### src/source/sdCardPkg.sv
package sdCardPkg;

    // ============================================================
    // Field widths
    // ============================================================

    typedef logic [5:0]  cmdIndexT;
    typedef logic [31:0] cmdArgT;
    typedef logic [6:0]  crc7T;
    typedef logic [15:0] crc16T;
    typedef logic [15:0] rcaT;
    typedef logic [3:0]  nibbleT;

    // ============================================================
    // Command indices
    // ============================================================

    localparam cmdIndexT CmdGoIdle     = 6'd0;
    localparam cmdIndexT CmdSendRca    = 6'd3;
    localparam cmdIndexT CmdSelect     = 6'd7;
    localparam cmdIndexT CmdIfCond     = 6'd8;
    localparam cmdIndexT CmdStop       = 6'd12;
    localparam cmdIndexT CmdWriteMulti = 6'd25;
    localparam cmdIndexT CmdApp        = 6'd55;

    // Application command, only decoded right after CMD55
    localparam cmdIndexT AcmdOpCond    = 6'd41;

    // ============================================================
    // Response arguments
    // ============================================================

    // Address handed out by CMD3
    localparam rcaT CardRca = 16'hAAAA;

    // R1 card status, transfer state with ready for data
    localparam cmdArgT StatusReady  = 32'h0000_0900;

    // Same status with the APP_CMD bit set
    localparam cmdArgT StatusAppCmd = 32'h0000_0920;

    // OCR with power-up done and high capacity
    localparam cmdArgT OcrReady     = 32'hC1FF_8080;

    // ============================================================
    // CRC status tokens
    // ============================================================

    // Sent MSB first on DAT0
    localparam logic [4:0] TokenOk  = 5'b00101;
    localparam logic [4:0] TokenBad = 5'b01011;

endpackage

### src/source/cardCtrlIf.sv
`timescale 1ns/1ps

interface cardCtrlIf;

    logic writeActive;  // Card is in a CMD25 write
    logic stopBusy;     // CMD12 ended a write
    logic blockDone;    // One block fully received
    logic crcOk;        // Verdict for the last block
    logic lineBusy;     // DAT lines driven by the card

    modport cmdSide (output writeActive, output stopBusy);

    modport writeSide (input writeActive, input lineBusy, output blockDone, output crcOk);

    modport driverSide (input blockDone, input crcOk, input stopBusy, output lineBusy);

endinterface

### src/source/cmdResponder.sv
`timescale 1ns/1ps

module cmdResponder
    import sdCardPkg::*;
#(
    parameter int NcrCycles = 2     // At least 2
) (
    input  logic       clk,
    input  logic       rst_,
    input  logic       cmdIn,
    output logic       cmdOut,
    output logic       cmdOe,
    output logic       cmdError,
    cardCtrlIf.cmdSide ctrl
);

    typedef enum logic [2:0] {stIdle, stReceive, stCheck, stWait, stSend} cmdStateT;

    localparam int WaitW = (NcrCycles > 2) ? $clog2(NcrCycles - 1) : 1;
    localparam cmdIndexT OcrIndex = 6'd63;

    cmdStateT         state;
    logic [5:0]       bitCnt;
    logic [WaitW-1:0] waitCnt;
    logic [47:0]      rxShift;
    logic [47:0]      txShift;
    logic             txUseCrc;
    crc7T             crcReg;
    rcaT              rca;
    logic             appPending;
    logic             startWrite;

    // Decoded view of the received frame
    cmdIndexT rxIndex;
    cmdArgT   rxArg;
    logic     frameOk;
    logic     cmdKnown;
    logic     cmdValid;
    logic     needResp;
    logic     respCrc;
    cmdIndexT respIndex;
    cmdArgT   respArg;

    function automatic crc7T crc7Next(crc7T crc, logic bitIn);
        logic fb;
        fb = bitIn ^ crc[6];
        return {crc[5:3], crc[2] ^ fb, crc[1:0], fb};
    endfunction

    // ============================================================
    // Command decode and response table
    // ============================================================

    always_comb begin
        rxIndex   = rxShift[45:40];
        rxArg     = rxShift[39:8];
        frameOk   = (rxShift[47:46] == 2'b01) && (rxShift[7:1] == crcReg) && rxShift[0];
        cmdKnown  = 1'b1;
        needResp  = 1'b1;
        respCrc   = 1'b1;
        respIndex = rxIndex;
        respArg   = StatusReady;
        if (appPending && rxIndex == AcmdOpCond) begin
            // R3 carries no CRC
            respIndex = OcrIndex;
            respArg   = OcrReady;
            respCrc   = 1'b0;
        end else begin
            case (rxIndex)
                CmdGoIdle:              needResp = 1'b0;
                CmdSendRca:             respArg = {CardRca, 16'h0500};
                CmdSelect:              cmdKnown = (rxArg[31:16] == rca);
                CmdIfCond:              respArg = rxArg;
                CmdStop, CmdWriteMulti: respArg = StatusReady;
                CmdApp:                 respArg = StatusAppCmd;
                default:                cmdKnown = 1'b0;
            endcase
        end
        cmdValid = frameOk && cmdKnown;
    end

    assign cmdOut = txShift[47];

    // ============================================================
    // Control FSM
    // ============================================================

    always_ff @(posedge clk) begin
        if (!rst_) begin
            state            <= stIdle;
            bitCnt           <= '0;
            waitCnt          <= '0;
            cmdOe            <= 1'b0;
            cmdError         <= 1'b0;
            rca              <= '0;
            appPending       <= 1'b0;
            startWrite       <= 1'b0;
            ctrl.writeActive <= 1'b0;
            ctrl.stopBusy    <= 1'b0;
        end else begin
            cmdError      <= 1'b0;
            ctrl.stopBusy <= 1'b0;
            case (state)
                stIdle: begin
                    if (!cmdIn) begin
                        state  <= stReceive;
                        bitCnt <= 6'd1;
                    end
                end
                stReceive: begin
                    bitCnt <= bitCnt + 6'd1;
                    if (bitCnt == 6'd47) begin
                        state <= stCheck;
                    end
                end
                stCheck: begin
                    appPending <= cmdValid && (rxIndex == CmdApp);
                    startWrite <= cmdValid && (rxIndex == CmdWriteMulti);
                    if (cmdValid && rxIndex == CmdSendRca) begin
                        rca <= CardRca;
                    end
                    if (cmdValid && rxIndex == CmdStop) begin
                        ctrl.writeActive <= 1'b0;
                        ctrl.stopBusy    <= ctrl.writeActive;
                    end
                    if (!cmdValid) begin
                        cmdError <= 1'b1;
                        state    <= stIdle;
                    end else if (!needResp) begin
                        state <= stIdle;
                    end else begin
                        state   <= stWait;
                        waitCnt <= WaitW'(NcrCycles - 2);
                    end
                end
                stWait: begin
                    if (waitCnt == '0) begin
                        state  <= stSend;
                        cmdOe  <= 1'b1;
                        bitCnt <= '0;
                    end else begin
                        waitCnt <= waitCnt - 1'b1;
                    end
                end
                stSend: begin
                    bitCnt <= bitCnt + 6'd1;
                    if (bitCnt == 6'd47) begin
                        state      <= stIdle;
                        cmdOe      <= 1'b0;
                        startWrite <= 1'b0;
                        // Write window opens once the CMD25 response is out
                        if (startWrite) begin
                            ctrl.writeActive <= 1'b1;
                        end
                    end
                end
                default: state <= stIdle;
            endcase
        end
    end

    // ============================================================
    // Shift registers and CRC7
    // ============================================================

    always_ff @(posedge clk) begin
        case (state)
            stIdle: begin
                rxShift <= {rxShift[46:0], cmdIn};
                crcReg  <= '0;
            end
            stReceive: begin
                rxShift <= {rxShift[46:0], cmdIn};
                if (bitCnt < 6'd40) begin
                    crcReg <= crc7Next(crcReg, cmdIn);
                end
            end
            stCheck: begin
                txShift  <= {2'b00, respIndex, respArg, 7'h7F, 1'b1};
                txUseCrc <= respCrc;
                crcReg   <= '0;
            end
            stSend: begin
                if (bitCnt < 6'd40) begin
                    crcReg <= crc7Next(crcReg, txShift[47]);
                end
                // Splice in the CRC right after the 40th bit
                if (bitCnt == 6'd39 && txUseCrc) begin
                    txShift <= {crc7Next(crcReg, txShift[47]), 1'b1, txShift[39:0]};
                end else begin
                    txShift <= {txShift[46:0], 1'b1};
                end
            end
            default: begin
                rxShift <= rxShift;
            end
        endcase
    end

endmodule

### src/source/writeReceiver.sv
`timescale 1ns/1ps

module writeReceiver
    import sdCardPkg::*;
#(
    parameter int BlockNibbles = 1024
) (
    input  logic         clk,
    input  logic         rst_,
    input  nibbleT       datIn,
    cardCtrlIf.writeSide ctrl
);

    typedef enum logic [1:0] {stIdle, stData, stCrc, stEndBits} writeStateT;

    // Wide enough for the data count and the 16 CRC nibbles
    localparam int CntW = (BlockNibbles > 16) ? $clog2(BlockNibbles) : 4;
    localparam logic [CntW-1:0] LastData = CntW'(BlockNibbles - 1);
    localparam logic [CntW-1:0] LastCrc  = CntW'(15);

    writeStateT      state;
    logic [CntW-1:0] nibCnt;
    logic            endSeen;
    logic            crcMatch;
    crc16T           ourCrc   [4];
    crc16T           theirCrc [4];

    function automatic crc16T crc16Next(crc16T crc, logic bitIn);
        logic fb;
        fb = bitIn ^ crc[15];
        return {crc[14:12], crc[11] ^ fb, crc[10:5], crc[4] ^ fb, crc[3:0], fb};
    endfunction

    always_comb begin
        crcMatch = 1'b1;
        for (int lane = 0; lane < 4; lane++) begin
            if (ourCrc[lane] != theirCrc[lane]) begin
                crcMatch = 1'b0;
            end
        end
    end

    // ============================================================
    // Block framing
    // ============================================================

    always_ff @(posedge clk) begin
        if (!rst_) begin
            state          <= stIdle;
            nibCnt         <= '0;
            endSeen        <= 1'b0;
            ctrl.blockDone <= 1'b0;
            ctrl.crcOk     <= 1'b0;
        end else begin
            endSeen        <= 1'b0;
            ctrl.blockDone <= endSeen && ctrl.writeActive;
            if (!ctrl.writeActive) begin
                // Stop command drops a partial block
                state <= stIdle;
            end else begin
                case (state)
                    stIdle: begin
                        if (!ctrl.lineBusy && !datIn[0]) begin
                            state  <= stData;
                            nibCnt <= '0;
                        end
                    end
                    stData: begin
                        if (nibCnt == LastData) begin
                            state  <= stCrc;
                            nibCnt <= '0;
                        end else begin
                            nibCnt <= nibCnt + 1'b1;
                        end
                    end
                    stCrc: begin
                        if (nibCnt == LastCrc) begin
                            state <= stEndBits;
                        end else begin
                            nibCnt <= nibCnt + 1'b1;
                        end
                    end
                    stEndBits: begin
                        state      <= stIdle;
                        endSeen    <= 1'b1;
                        ctrl.crcOk <= crcMatch && (&datIn);
                    end
                    default: state <= stIdle;
                endcase
            end
        end
    end

    // ============================================================
    // Per-lane CRC16
    // ============================================================

    always_ff @(posedge clk) begin
        for (int lane = 0; lane < 4; lane++) begin
            if (state == stIdle) begin
                ourCrc[lane] <= '0;
            end else if (state == stData) begin
                ourCrc[lane] <= crc16Next(ourCrc[lane], datIn[lane]);
            end else if (state == stCrc) begin
                theirCrc[lane] <= {theirCrc[lane][14:0], datIn[lane]};
            end
        end
    end

endmodule

### src/source/datLineDriver.sv
`timescale 1ns/1ps

module datLineDriver
    import sdCardPkg::*;
#(
    parameter int NcrcCycles = 2,   // At least 2
    parameter int BusyCycles = 8
) (
    input  logic          clk,
    input  logic          rst_,
    output nibbleT        datOut,
    output logic          datOe,
    cardCtrlIf.driverSide ctrl
);

    typedef enum logic [2:0] {stIdle, stDelay, stToken, stBusy, stRelease} drvStateT;

    localparam int StopDelay = 2;
    localparam int DelayW    = (NcrcCycles > 2) ? $clog2(NcrcCycles - 1) : 1;
    localparam int PhaseW    = $clog2((BusyCycles > 5) ? BusyCycles : 5);

    drvStateT          state;
    logic [DelayW-1:0] delayCnt;
    logic [PhaseW-1:0] phaseCnt;
    logic              withToken;
    logic [4:0]        tokenReg;
    logic              lineBit;

    // Outputs follow the state directly
    assign datOe         = (state == stToken) || (state == stBusy) || (state == stRelease);
    assign lineBit       = (state == stToken) ? tokenReg[4] : (state == stRelease);
    assign datOut        = {3'b000, lineBit};
    assign ctrl.lineBusy = (state != stIdle);

    always_ff @(posedge clk) begin
        if (!rst_) begin
            state     <= stIdle;
            delayCnt  <= '0;
            phaseCnt  <= '0;
            withToken <= 1'b0;
        end else begin
            case (state)
                stIdle: begin
                    if (ctrl.blockDone) begin
                        state     <= stDelay;
                        withToken <= 1'b1;
                        delayCnt  <= DelayW'(NcrcCycles - 2);
                    end else if (ctrl.stopBusy) begin
                        state     <= stDelay;
                        withToken <= 1'b0;
                        delayCnt  <= DelayW'(StopDelay - 2);
                    end
                end
                stDelay: begin
                    phaseCnt <= '0;
                    if (delayCnt == '0) begin
                        state <= withToken ? stToken : stBusy;
                    end else begin
                        delayCnt <= delayCnt - 1'b1;
                    end
                end
                stToken: begin
                    if (phaseCnt == PhaseW'(4)) begin
                        state    <= stBusy;
                        phaseCnt <= '0;
                    end else begin
                        phaseCnt <= phaseCnt + 1'b1;
                    end
                end
                stBusy: begin
                    if (phaseCnt == PhaseW'(BusyCycles - 1)) begin
                        state    <= stRelease;
                        phaseCnt <= '0;
                    end else begin
                        phaseCnt <= phaseCnt + 1'b1;
                    end
                end
                stRelease: begin
                    // Two cycles of a driven 1 before letting go
                    if (phaseCnt == PhaseW'(1)) begin
                        state <= stIdle;
                    end else begin
                        phaseCnt <= phaseCnt + 1'b1;
                    end
                end
                default: state <= stIdle;
            endcase
        end
    end

    always_ff @(posedge clk) begin
        if (state == stIdle && ctrl.blockDone) begin
            tokenReg <= ctrl.crcOk ? TokenOk : TokenBad;
        end else if (state == stToken) begin
            tokenReg <= {tokenReg[3:0], 1'b0};
        end
    end

endmodule

### src/source/sdCardTop.sv
`timescale 1ns/1ps

module sdCardTop
    import sdCardPkg::*;
#(
    parameter int NcrCycles    = 2,
    parameter int NcrcCycles   = 2,
    parameter int BusyCycles   = 8,
    parameter int BlockNibbles = 1024
) (
    input  logic   clk,
    input  logic   rst_,
    input  logic   cmdIn,
    input  nibbleT datIn,
    output logic   cmdOut,
    output logic   cmdOe,
    output nibbleT datOut,
    output logic   datOe,
    output logic   cmdError
);

    // Strobes between the command, write and DAT sides
    cardCtrlIf ctrlBus ();

    cmdResponder #(
        .NcrCycles (NcrCycles)
    ) cmdResp (
        .clk      (clk),
        .rst_     (rst_),
        .cmdIn    (cmdIn),
        .cmdOut   (cmdOut),
        .cmdOe    (cmdOe),
        .cmdError (cmdError),
        .ctrl     (ctrlBus.cmdSide)
    );

    writeReceiver #(
        .BlockNibbles (BlockNibbles)
    ) writeRx (
        .clk   (clk),
        .rst_  (rst_),
        .datIn (datIn),
        .ctrl  (ctrlBus.writeSide)
    );

    datLineDriver #(
        .NcrcCycles (NcrcCycles),
        .BusyCycles (BusyCycles)
    ) datDrv (
        .clk    (clk),
        .rst_   (rst_),
        .datOut (datOut),
        .datOe  (datOe),
        .ctrl   (ctrlBus.driverSide)
    );

endmodule

### config.mk
export PLATFORM = sky130hd
export DESIGN_NAME = sdCardTop
export DESIGN_NICKNAME = d
export VERILOG_FILES = /design/src/source/sdCardPkg.sv /design/src/source/cardCtrlIf.sv /design/src/source/cmdResponder.sv /design/src/source/writeReceiver.sv /design/src/source/datLineDriver.sv /design/src/source/sdCardTop.sv
export SDC_FILE = /design/constraint.sdc
export NUM_CORES = 1
export LEC_CHECK = 0
export ABC_AREA = 1
export CORE_AREA = 5 5 154 156
export DETAILED_ROUTE_END_ITERATION = 7
export DIE_AREA = 0 0 159 161
export DONT_BUFFER_PORTS = 1
export PLACE_DENSITY = 0.7
export REMOVE_ABC_BUFFERS = 1
export SETUP_SLACK_MARGIN = 0.1
export SKIP_CTS_REPAIR_TIMING = 1
export SLEW_MARGIN = 0
export SYNTH_ARGS = -nofsm -noshare
export SYNTH_HDL_FRONTEND = slang
export SYNTH_HIERARCHICAL = 1
export SYNTH_SLANG_ARGS = --single-unit
### constraint.sdc
create_clock -name clk -period 4.2 [get_ports clk]
set_clock_uncertainty 0.05 [all_clocks]
set_input_delay 0.21 -clock clk [delete_from_list [all_inputs] [get_ports clk]]
set_output_delay 0.21 -clock clk [all_outputs]
set_load 0.01 [all_outputs]
Yosys cells after proc, flatten, opt, wreduce, memory -nomap -nowiden --
Memories as Yosys holds them, arrays and structs flattened. Cells that the tools add are included.
Operators by class: reductions and logical operators 56, multiplexer cells 83, add/sub/neg operators 5, equality and inequality tests 53, magnitude comparators 1, bitwise logic cells 20
Operators by type and width (count):
- $pmux W32 S3 | 1
- $pmux W48 S2 | 1
- $mux W16 | 4
- $ne A16 B16 Y1 | 4
- $mux W48 | 1
- $mux W3 | 14
- $mux W1 | 33
- $mux W32 | 1
- $mux W10 | 3
- $pmux W10 S3 | 1
- $pmux W3 S5 | 2
- $eq A6 B6 Y1 const B | 4
- $ne A2 B1 Y1 const B | 11
- $pmux W7 S3 | 1
- $mux W6 | 3
- $ne A2 B2 Y1 const B | 9
- $pmux W6 S3 | 1
- $reduce_and A2 Y1 | 9
- $reduce_and A3 Y1 | 6
- $eq A16 B16 Y1 | 1
- $reduce_and A4 Y1 | 4
- $xor A1 B1 Y1 | 16
- $mux W7 | 2
- $logic_and A1 B1 Y1 | 13
- 36 further kinds | 73
Word-level totals: register bits after elaboration 149, logic and storage cells 245, bits in writable memories 128, bits of input ports 7, memories 2
Memory list:
- writeRx.ourCrc | depth 4, width 16, read ports 4, clocked after memory_dff 0, write ports 4, RTL line writeReceiver.sv:25 | crc16T ourCrc [4];
- writeRx.theirCrc | depth 4, width 16, read ports 4, clocked after memory_dff 0, write ports 4, RTL line writeReceiver.sv:26 | crc16T theirCrc [4];

Logic depth before layout (Yosys ltp) --
Gate-level depths: netlist (run 1).
depth in word-level cells 8, mapped depth 13, depth with buffers taken out 13

Cells and area by module --
The synthesis (run 1) kept the hierarchy.
Modules (own cells, without submodules):
- writeReceiver | instances 1, area an instance 6511.2 um^2, sequential area each 4144.0 um^2, cells an instance 685
- cmdResponder | instances 1, area an instance 4770.8 um^2, sequential area each 3203.1 um^2, cells an instance 415
- datLineDriver | instances 1, area an instance 748.2 um^2, sequential area each 290.3 um^2, cells an instance 103

Worst setup path before layout (run 1) --
No wires, ideal clock.
kind register to register, start register writeRx.state[0], end register writeRx.nibCnt[2], period minus slack after synthesis 2.988 ns, stages on the path, launching flop included 9, slack 1.212 ns, arrival time 2.824 ns, library setup time 0.115 ns, data required time 4.035 ns, cell sequence dfxtp_1 -> inv_1 -> ha_1 -> nand3_2 -> nand2_4 -> inv_6 -> nand2_1 -> xor2_1 -> nor2_1
On the way: longest elaborated chain between the ends 3
RTL lines:
- from (decl) | RTL line writeReceiver.sv:21 | writeStateT state;
- from (signal assigned) | RTL line writeReceiver.sv:49 | state <= stIdle;
- from (signal assigned) | RTL line writeReceiver.sv:59 | state <= stIdle;
- from (signal assigned) | RTL line writeReceiver.sv:64 | state <= stData;
- $eq A2 B2 Y1, or another cell as far along | RTL line writeReceiver.sv:61 | case (state)
- $ne A2 B2 Y1 (no source line), or another cell as far along
- $reduce_and A4 Y1 (no source line)
- to (signal assigned) | RTL line writeReceiver.sv:73 | nibCnt <= nibCnt + 1'b1;
- to (signal assigned) | RTL line writeReceiver.sv:80 | nibCnt <= nibCnt + 1'b1;
- to (decl) | RTL line writeReceiver.sv:22 | logic [CntW-1:0] nibCnt;
Parallel ways exist; a longest one is shown, timed or not. A chain may end at the register's enable or synchronous reset.

Worst setup path after layout (run 1) --
start register cmdResp.state[1], end register cmdResp.txShift[19], enable pin
On the way: longest elaborated chain between the ends 3
RTL lines:
- from (decl) | RTL line cmdResponder.sv:22 | cmdStateT state;
- from (signal assigned) | RTL line cmdResponder.sv:90 | state <= stIdle;
- from (signal assigned) | RTL line cmdResponder.sv:106 | state <= stReceive;
- from (signal assigned) | RTL line cmdResponder.sv:113 | state <= stCheck;
- $eq A3 B3 Y1 / $eq A3 B2 Y1 (equally long branches) | RTL line cmdResponder.sv:167 | case (state)
- $ne A2 B2 Y1 (no source line) / $reduce_bool A2 Y1 (equally long branches)
- $reduce_and A2 Y1 (no source line) *
- to (signal assigned) | RTL line cmdResponder.sv:179 | txShift <= {2'b00, respIndex, respArg, 7'h7F, 1'b1};
- to (signal assigned) | RTL line cmdResponder.sv:189 | txShift <= {crc7Next(crcReg, txShift[47]), 1'b1, txShift[39:0]};
- to (signal assigned) | RTL line cmdResponder.sv:191 | txShift <= {txShift[46:0], 1'b1};
- to (decl) | RTL line cmdResponder.sv:26 | logic [47:0] txShift;
Mark *: on every way between the ends. The rest lies on a longest branch, timed or not.

==> results of run 1 <==
## worst max-delay path, stage by stage, from the launching register on
cell and delay (ns):
sky130_fd_sc_hd__dfxtp_1 0.40, sky130_fd_sc_hd__nor2_2 0.21, sky130_fd_sc_hd__nand2_2 0.35, sky130_fd_sc_hd__nor2_2 0.20, sky130_fd_sc_hd__buf_4 0.31, sky130_fd_sc_hd__inv_1 0.14
sky130_fd_sc_hd__nand2_1 0.08, sky130_fd_sc_hd__buf_4 0.37
## synth_stat cells (3+ instances only)
cell type                  instances  area share
sky130_fd_sc_hd__nor2_2           15      0.0078
sky130_fd_sc_hd__nand3b_1          5      0.0031
sky130_fd_sc_hd__buf_2             8      0.0033
sky130_fd_sc_hd__ha_1             11       0.011
sky130_fd_sc_hd__nand3_1          39       0.016
sky130_fd_sc_hd__a21oi_1          42       0.017
sky130_fd_sc_hd__nand2_4           3      0.0028
sky130_fd_sc_hd__inv_2            10      0.0031
sky130_fd_sc_hd__xor2_1           11      0.0080
sky130_fd_sc_hd__buf_4             5      0.0031
sky130_fd_sc_hd__nor2_1          141       0.044
sky130_fd_sc_hd__edfxtp_1        229        0.57
sky130_fd_sc_hd__inv_1           201       0.063
sky130_fd_sc_hd__dfxtp_1          38       0.063
sky130_fd_sc_hd__nand2_2           5      0.0026
sky130_fd_sc_hd__clkbuf_1          6      0.0019
sky130_fd_sc_hd__nor2_4            6      0.0056
sky130_fd_sc_hd__nand4_1           8      0.0042
sky130_fd_sc_hd__nand2_1         295       0.092
sky130_fd_sc_hd__nand3_2           6      0.0050
sky130_fd_sc_hd__o21ai_0          40       0.017
sky130_fd_sc_hd__o21ai_1           4      0.0017
sky130_fd_sc_hd__o22ai_1           7      0.0036
sky130_fd_sc_hd__nor3_1            4      0.0017
sky130_fd_sc_hd__a21o_1            5      0.0031
sky130_fd_sc_hd__a32o_1           11      0.0092
sky130_fd_sc_hd__o21a_1            3      0.0019
sky130_fd_sc_hd__xnor2_1          21       0.015
## cells by family (layout without fill, tap and decap cells)
logic type,count (synthesis),in the layout,synth area share
and+or+nand+nor,535,535,0.1918
DFF,267,267,0.6348
buffers and inverters,233,276,0.07613
AOI/OAI and AO/OA,124,124,0.06220
xor gates and xnor gates,32,32,0.02330
adders and majority gates,11,11,0.01144
other,1,4,0.0003117
## routing by layer
| metal | routed length (um) | share of wire | vias up | global-route usage |
|---|---|---|---|---|
| met2 | 10330 | 0.47 | 146 | 0.2843 |
| li1 | - | - | 3950 | - |
| met1 | 10480 | 0.47 | 3667 | 0.2422 |
| met3 | 986 | 0.044 | 35 | 0.03088 |
| met4 | 409 | 0.018 | 0 | 0.04149 |
| met5 | 0 | 0 | - | 0 |
## stage by stage
step | utilization | power (mW)
5_1_grt | 0.5972 | 8.267
3_3_place_gp | 0.5551 | 5.485
2_1_floorplan | - | 5.096
3_5_place_dp | 0.5551 | 5.530
4_1_cts | 0.5944 | 7.886
6_report | 0.5972 | 7.838
## path summary, 6_finish.rpt
kind	from	to	slack [ns]	depth (start not counted)
max	cmdResp/state[1]$_SDFFE_PN0P_	cmdResp/txShift[19]$_DFFE_PP_	1.73	7
min	datIn[1]	writeRx/ourCrc[1][0]$_SDFFCE_PN0P_	0.01	2
max reg2reg	cmdResp/state[1]$_SDFFE_PN0P_	cmdResp/txShift[19]$_DFFE_PP_	1.73	7
min reg2reg	writeRx/endSeen$_SDFF_PN0_	writeRx/ctrl.blockDone$_SDFF_PN0_	0.35	2
## report_power, final
group	internal, mW	switching [mW]	leakage (nW)	total (mW)
registers	3.70	0.452	2.67	4.15
logic	0.437	0.917	2.62	1.35
clock network	1.33	1.00	0.429	2.33
total	5.47	2.37	5.72	7.84
## sequential cells by signal (all words and copies together), names as in the netlist, 2 cells and up
name              flops
writeRx/ourCrc       64
writeRx/theirCrc     64
cmdResp/rxShift      48
cmdResp/txShift      40
writeRx/nibCnt       10
cmdResp/crcReg        7
cmdResp/bitCnt        6
datDrv/tokenReg       5
cmdResp/state         3
datDrv/phaseCnt       3
datDrv/state          3
writeRx/state         2
## cell type report
type | count | area [sq um]
antenna | 1 | 2.502
sequential | 267 | 7637
fill | 1797 | 8952
clock inverter | 16 | 121.4
clock buffer | 36 | 752.0
timing repair buffer | 12 | 105.1
tap | 285 | 356.6
inverter | 212 | 800.8
multi-input combinational | 705 | 3500
==> impl_metrics.tcl, run 1 <==
set metrics [dict create \
    status "finished clean" \
    clockRootBuffer "sky130_fd_sc_hd__clkbuf_16" \
    rsz0062_at_grt "no" \
    clk_transition_reported_paths_ns 0.06 \
    flip_flop_cell_with_the_highest_count_after_synthesis "sky130_fd_sc_hd__edfxtp_1" \
    hpwlAfterDp_mm 14.71 \
    place.detailed.instances 1475 \
    tightestPinTransition_ns 1.056 \
    port_buffers 0 \
    pin_count_of_the_biggest_net_entering_global_routing 60 \
    flow.area_growth_from_synthesis_pct 10.35 \
    most_frequent_standard_cell_in_the_layout_excluding_fill_and_tap_cells "sky130_fd_sc_hd__nand2_1" \
    syn-cell-area_sq_um 12030 \
    criticalPathCategory "reg -> reg" \
    synth_edf_count 229 \
    grt.total_usage 0.1729 \
    detail_route.first_pass.iterations 5 \
    core_rows 55 \
    preCtsSetupSlack_ns 1.736 \
    worstHoldPathType "in -> reg" \
    final-max-slew-violation-count 0 \
    total_of_flip_flops_plus_latches_after_synthesis 267 \
    yosys.cell_types.count 48 \
    seq_area_frac_synth 0.6348 \
    worstPathMaxFanout 32 \
    post_drt_via_cell_ratio 5.083 \
    mostFrequentLayoutCells "294 x sky130_fd_sc_hd__nand2_1, 229 x sky130_fd_sc_hd__edfxtp_1, 201 x sky130_fd_sc_hd__inv_1, 140 x sky130_fd_sc_hd__nor2_1, 42 x sky130_fd_sc_hd__a21oi_1" \
    die_area_sq_um 25600 \
    finalHoldViolCount 0 \
    antenna_found_initial 1 \
    clock-sinks 267 \
    cp_data_required_time_ns 4.36 \
    core_region_area_sq_um 22230 \
    leakage_power_nw 5.716 \
    start_util 0.5412 \
    final_min_period_over_clock_period 0.5879 \
    fmaxAchievable_mhz 405.0 \
    setup_viol 0 \
    synth_cells 1203 \
    max_cap_violations 0 \
    first_pass_grt_wire_length_mm 37.70 \
    fin_hold_ws_ns 0.01102 \
    post_drt_wl_per_cell_um 14.47 \
    io_pins 15 \
    layout_setup_ws_ns 1.731 \
    ctsLongestPathBuffers 3 \
    drc 0 \
    final_cell_area_sq_um 13280 \
    tritoncts.num_buffers 29 \
    drive_above_1_share 0.08413 \
    detailroute.via_count 7798 \
    relative_slew_slack 0.2889 \
    finalSetupTns_ns 0 \
    detail-route-antenna-nets 0 \
    cp_data_arrival_time_ns 2.63 \
    cp-end-kind "flop" \
    cts_tree "built" \
    finalWirelength_mm 22.20 \
    max-vdd-ir-drop_v 0.0005844 \
    crit_path_start_kind "flop" \
    async_reset_ff_frac 0 \
    clkLatencyLatePin_ns 0.56 \
    num-nets-final 1245 \
    post_route_insts_no_fill 1534 \
    first_iter_violations 603 \
    place_congestion 0.8060 \
    die_y_um 161 \
    power.density_cell_area_nw_per_um2 590.4 \
    layout_min_cycle_time_ns 2.469 \
    syn-mean-instance-area_sq_um 10.00 \
    grt_pass1_vias 7640 \
    postPlaceCellArea_sq_um 12340 \
    gr-total-overflow 0 \
    fp.dieW_um 159 \
    cts_htree_levels 1 \
    yosysWarnings 6 \
]
(Power assumes the default switching activity.)
==> inputs of run 2 (changes only) <==
--- a/config.mk
+++ b/config.mk
@@ -10,7 +10,7 @@
 export DETAILED_ROUTE_END_ITERATION = 7
 export DIE_AREA = 0 0 159 161
 export DONT_BUFFER_PORTS = 1
-export PLACE_DENSITY = 0.7
+export PLACE_DENSITY = 0.73
 export REMOVE_ABC_BUFFERS = 1
 export SETUP_SLACK_MARGIN = 0.1
 export SKIP_CTS_REPAIR_TIMING = 1
==> constraint.sdc (replaced) <==
create_clock -name clk -period 2.1 [get_ports clk]
set_clock_uncertainty 0.05 [all_clocks]
set_input_delay 0.105 -clock clk [delete_from_list [all_inputs] [get_ports clk]]
set_output_delay 0.105 -clock clk [all_outputs]
set_load 0.01 [all_outputs]
==> impl_metrics.tcl, run 2 (synthesis results as in run 1) <==
set metrics [dict create \
    first_pass_grt_wire_length_mm 37.48 \
    global_route.usage.met2 0.2995 \
    final_cell_area_sq_um 13500 \
    grt_pass1_vias 7881 \
    fmaxAchievable_mhz 541.2 \
    leakage_power_nw 5.832 \
    first_iter_violations 596 \
    grt.met3_usage 0.02705 \
    layout_min_cycle_time_ns 1.848 \
    detail_route.first_pass.iterations 5 \
    grt.total_usage 0.1739 \
    cts_tree "built" \
    power.share.clock 0.309 \
    worst_reg_to_reg_cells 5 \
    groute.layer.met1.usage 0.2349 \
    final-max-slew-violation-count 0 \
    crit_chain "nor2_1, nand3_2, inv_2, o21ai_1, o21ai_0" \
    clkLatencyLatePin_ns 0.53 \
    min_from "datIn[0]" \
    worstHoldPathType "in -> reg" \
    min_path_cells 4 \
    worst_flop_to_flop_path_startpoint "cmdResp/rxShift[41]$_DFFE_PP_" \
    setup_viol 0 \
    most_frequent_standard_cell_in_the_layout_excluding_fill_and_tap_cells "sky130_fd_sc_hd__nand2_1" \
    tritoncts.num_buffers 28 \
    fillers 1757 \
    tightestPinTransition_ns 0.7432 \
    cp_data_arrival_time_ns 2.15 \
    worst_hold_path.endpoint "writeRx/state[1]$_SDFFE_PN0P_" \
    mostFrequentLayoutCells "294 x sky130_fd_sc_hd__nand2_1, 229 x sky130_fd_sc_hd__edfxtp_1, 201 x sky130_fd_sc_hd__inv_1, 140 x sky130_fd_sc_hd__nor2_1, 42 x sky130_fd_sc_hd__a21oi_1" \
    power.density_cell_area_nw_per_um2 1195 \
    cp-end-kind "flop" \
    place_congestion 0.8367 \
    die_area_sq_um 25600 \
    timing.critical_path.slowest_cell_delay_ns 0.47 \
    drc 0 \
    worstPathMaxFanout 13 \
    finalWirelength_mm 22.64 \
    detail-route-antenna-nets 0 \
    layout.core_utilization 0.6073 \
    clk_transition_reported_paths_ns 0.06 \
    globalRoute.busiestLayer "met2" \
    core_rows 55 \
    power_report.internal_total_mw 11.38 \
    critical-path-slowest-cell "sky130_fd_sc_hd__edfxtp_1" \
    io_pins 15 \
    pin_count_of_the_biggest_net_entering_global_routing 65 \
    ctsLongestPathBuffers 3 \
    cp_data_required_time_ns 2.40 \
    port_buffers 0 \
    status "finished clean" \
    post_drt_wl_per_cell_um 14.66 \
    ff2ff_setup_slack_ns 0.25 \
    flow.area_growth_from_synthesis_pct 12.21 \
    power.net_switching_mw 4.754 \
    postPlaceCellArea_sq_um 12500 \
    relative_slew_slack 0.5029 \
    post_drt_via_cell_ratio 5.097 \
    final_min_period_over_clock_period 0.8799 \
    rsz0062_at_grt "no" \
    antenna_found_initial 0 \
    die_y_um 161 \
    max_cap_violations 0 \
    hpwlAfterDp_mm 14.86 \
    power.combinational.fraction 0.177 \
    cts_htree_levels 1 \
    criticalPathCategory "reg -> reg" \
    max-vdd-ir-drop_v 0.0008568 \
    detailroute.via_count 7869 \
    start_util 0.5412 \
    gr-total-overflow 0 \
    drive_above_1_share 0.09531 \
    layout_top_registers "writeRx/ourCrc: 64 flops, writeRx/theirCrc: 64 flops, cmdResp/rxShift: 48 flops" \
    num-nets-final 1255 \
    share_seq_of_total_power 0.514 \
    fp.dieW_um 159 \
    core_region_area_sq_um 22230 \
    n_antenna_cell 0 \
    sw_frac_of_total 0.2946 \
    crit_path_start_kind "flop" \
    clockRootBuffer "sky130_fd_sc_hd__clkbuf_16" \
    crit-reg2reg-capture "cmdResp/txShift[38]$_DFFE_PP_" \
    finalHoldViolCount 0 \
    clock-sinks 267 \
]
==> run 2: cell count changes in the layout (fill, tap and decap cells not counted), sizes merged <==
| cell | before | now |
|---|---|---|
| buf | 6 | 17 |
| bufinv | 1 | 3 |
| clkbuf | 36 | 37 |
| clkinv | 12 | 11 |
| inv | 214 | 212 |
| diode | 1 | 0 |
==> run 2: how the worst max path moves through the flow <==
stage	to	slack, ns	from	cells after the start
final	cmdResp/txShift[38]$_DFFE_PP_	0.25	cmdResp/rxShift[41]$_DFFE_PP_	5
after global routing	writeRx/nibCnt[6]$_SDFFE_PN0P_	0.15	writeRx/state[0]$_SDFFE_PN0P_	9
after CTS	cmdResp/txShift[38]$_DFFE_PP_	0.28	cmdResp/rxShift[43]$_DFFE_PP_	6
after detailed placement	cmdResp/txShift[23]$_DFFE_PP_	0.30	cmdResp/rxShift[43]$_DFFE_PP_	6
after global placement	cmdResp/txShift[24]$_DFFE_PP_	0.34	cmdResp/rxShift[45]$_DFFE_PP_	6
after floorplan	writeRx/ourCrc[0][0]$_SDFFCE_PN0P_	-1.62	writeRx/state[1]$_SDFFE_PN0P_	4
==> run 2: final cells by class <==
cell class	count	area, sq um	share of cell area
clock inverter	15	146.4	0.01084
tap	285	356.6	0.02642
sequential	267	7637	0.5658
clock buffer	37	795.8	0.05895
inverter	212	800.8	0.05932
timing repair buffer	23	262.8	0.01946
multi-input combinational	705	3500	0.2592
==> run 2: through the flow <==
stage	total power, mW	setup WS, ns	setup TNS (ns)	hold slack, ns	instances
finish	16.13	0.2523	0	0.06831	1544
floorplan	10.19	-1.618	-206.87	0.1539	1184
CTS	16.24	0.2753	0	-0.4026	1538
global placement	11.10	0.3385	0	0.1543	1486
detailed placement	11.20	0.2958	0	0.1543	1486
global route	16.99	0.1474	0	0.09093	1544
==> run 2: layer usage <==
layer,routed length (um),vias to the layer above
li1,-,3978
met1,10100,3687
met2,11100,174
met3,1079,30
met4,352,0
met5,0,-
==> run 2: critical path: cells and delay by family, from the launching register on <==
kind	cells	cell delay, ns
flip-flops	1	0.47
AND/OR/NAND/NOR	2	0.40
buffers and inverters	1	0.24
AO/OA/AOI/OAI	2	0.52
==> run 2: power by group through the flow <==
stage               registers (mW)  logic (mW)  clock network [mW]
floorplan                     8.10        2.10                   0
global route                  8.43        3.23                5.33
detailed placement            8.37        2.83                   0
finish                        8.30        2.85                4.99
CTS                           8.30        2.86                5.09
global placement              8.34        2.76                   0
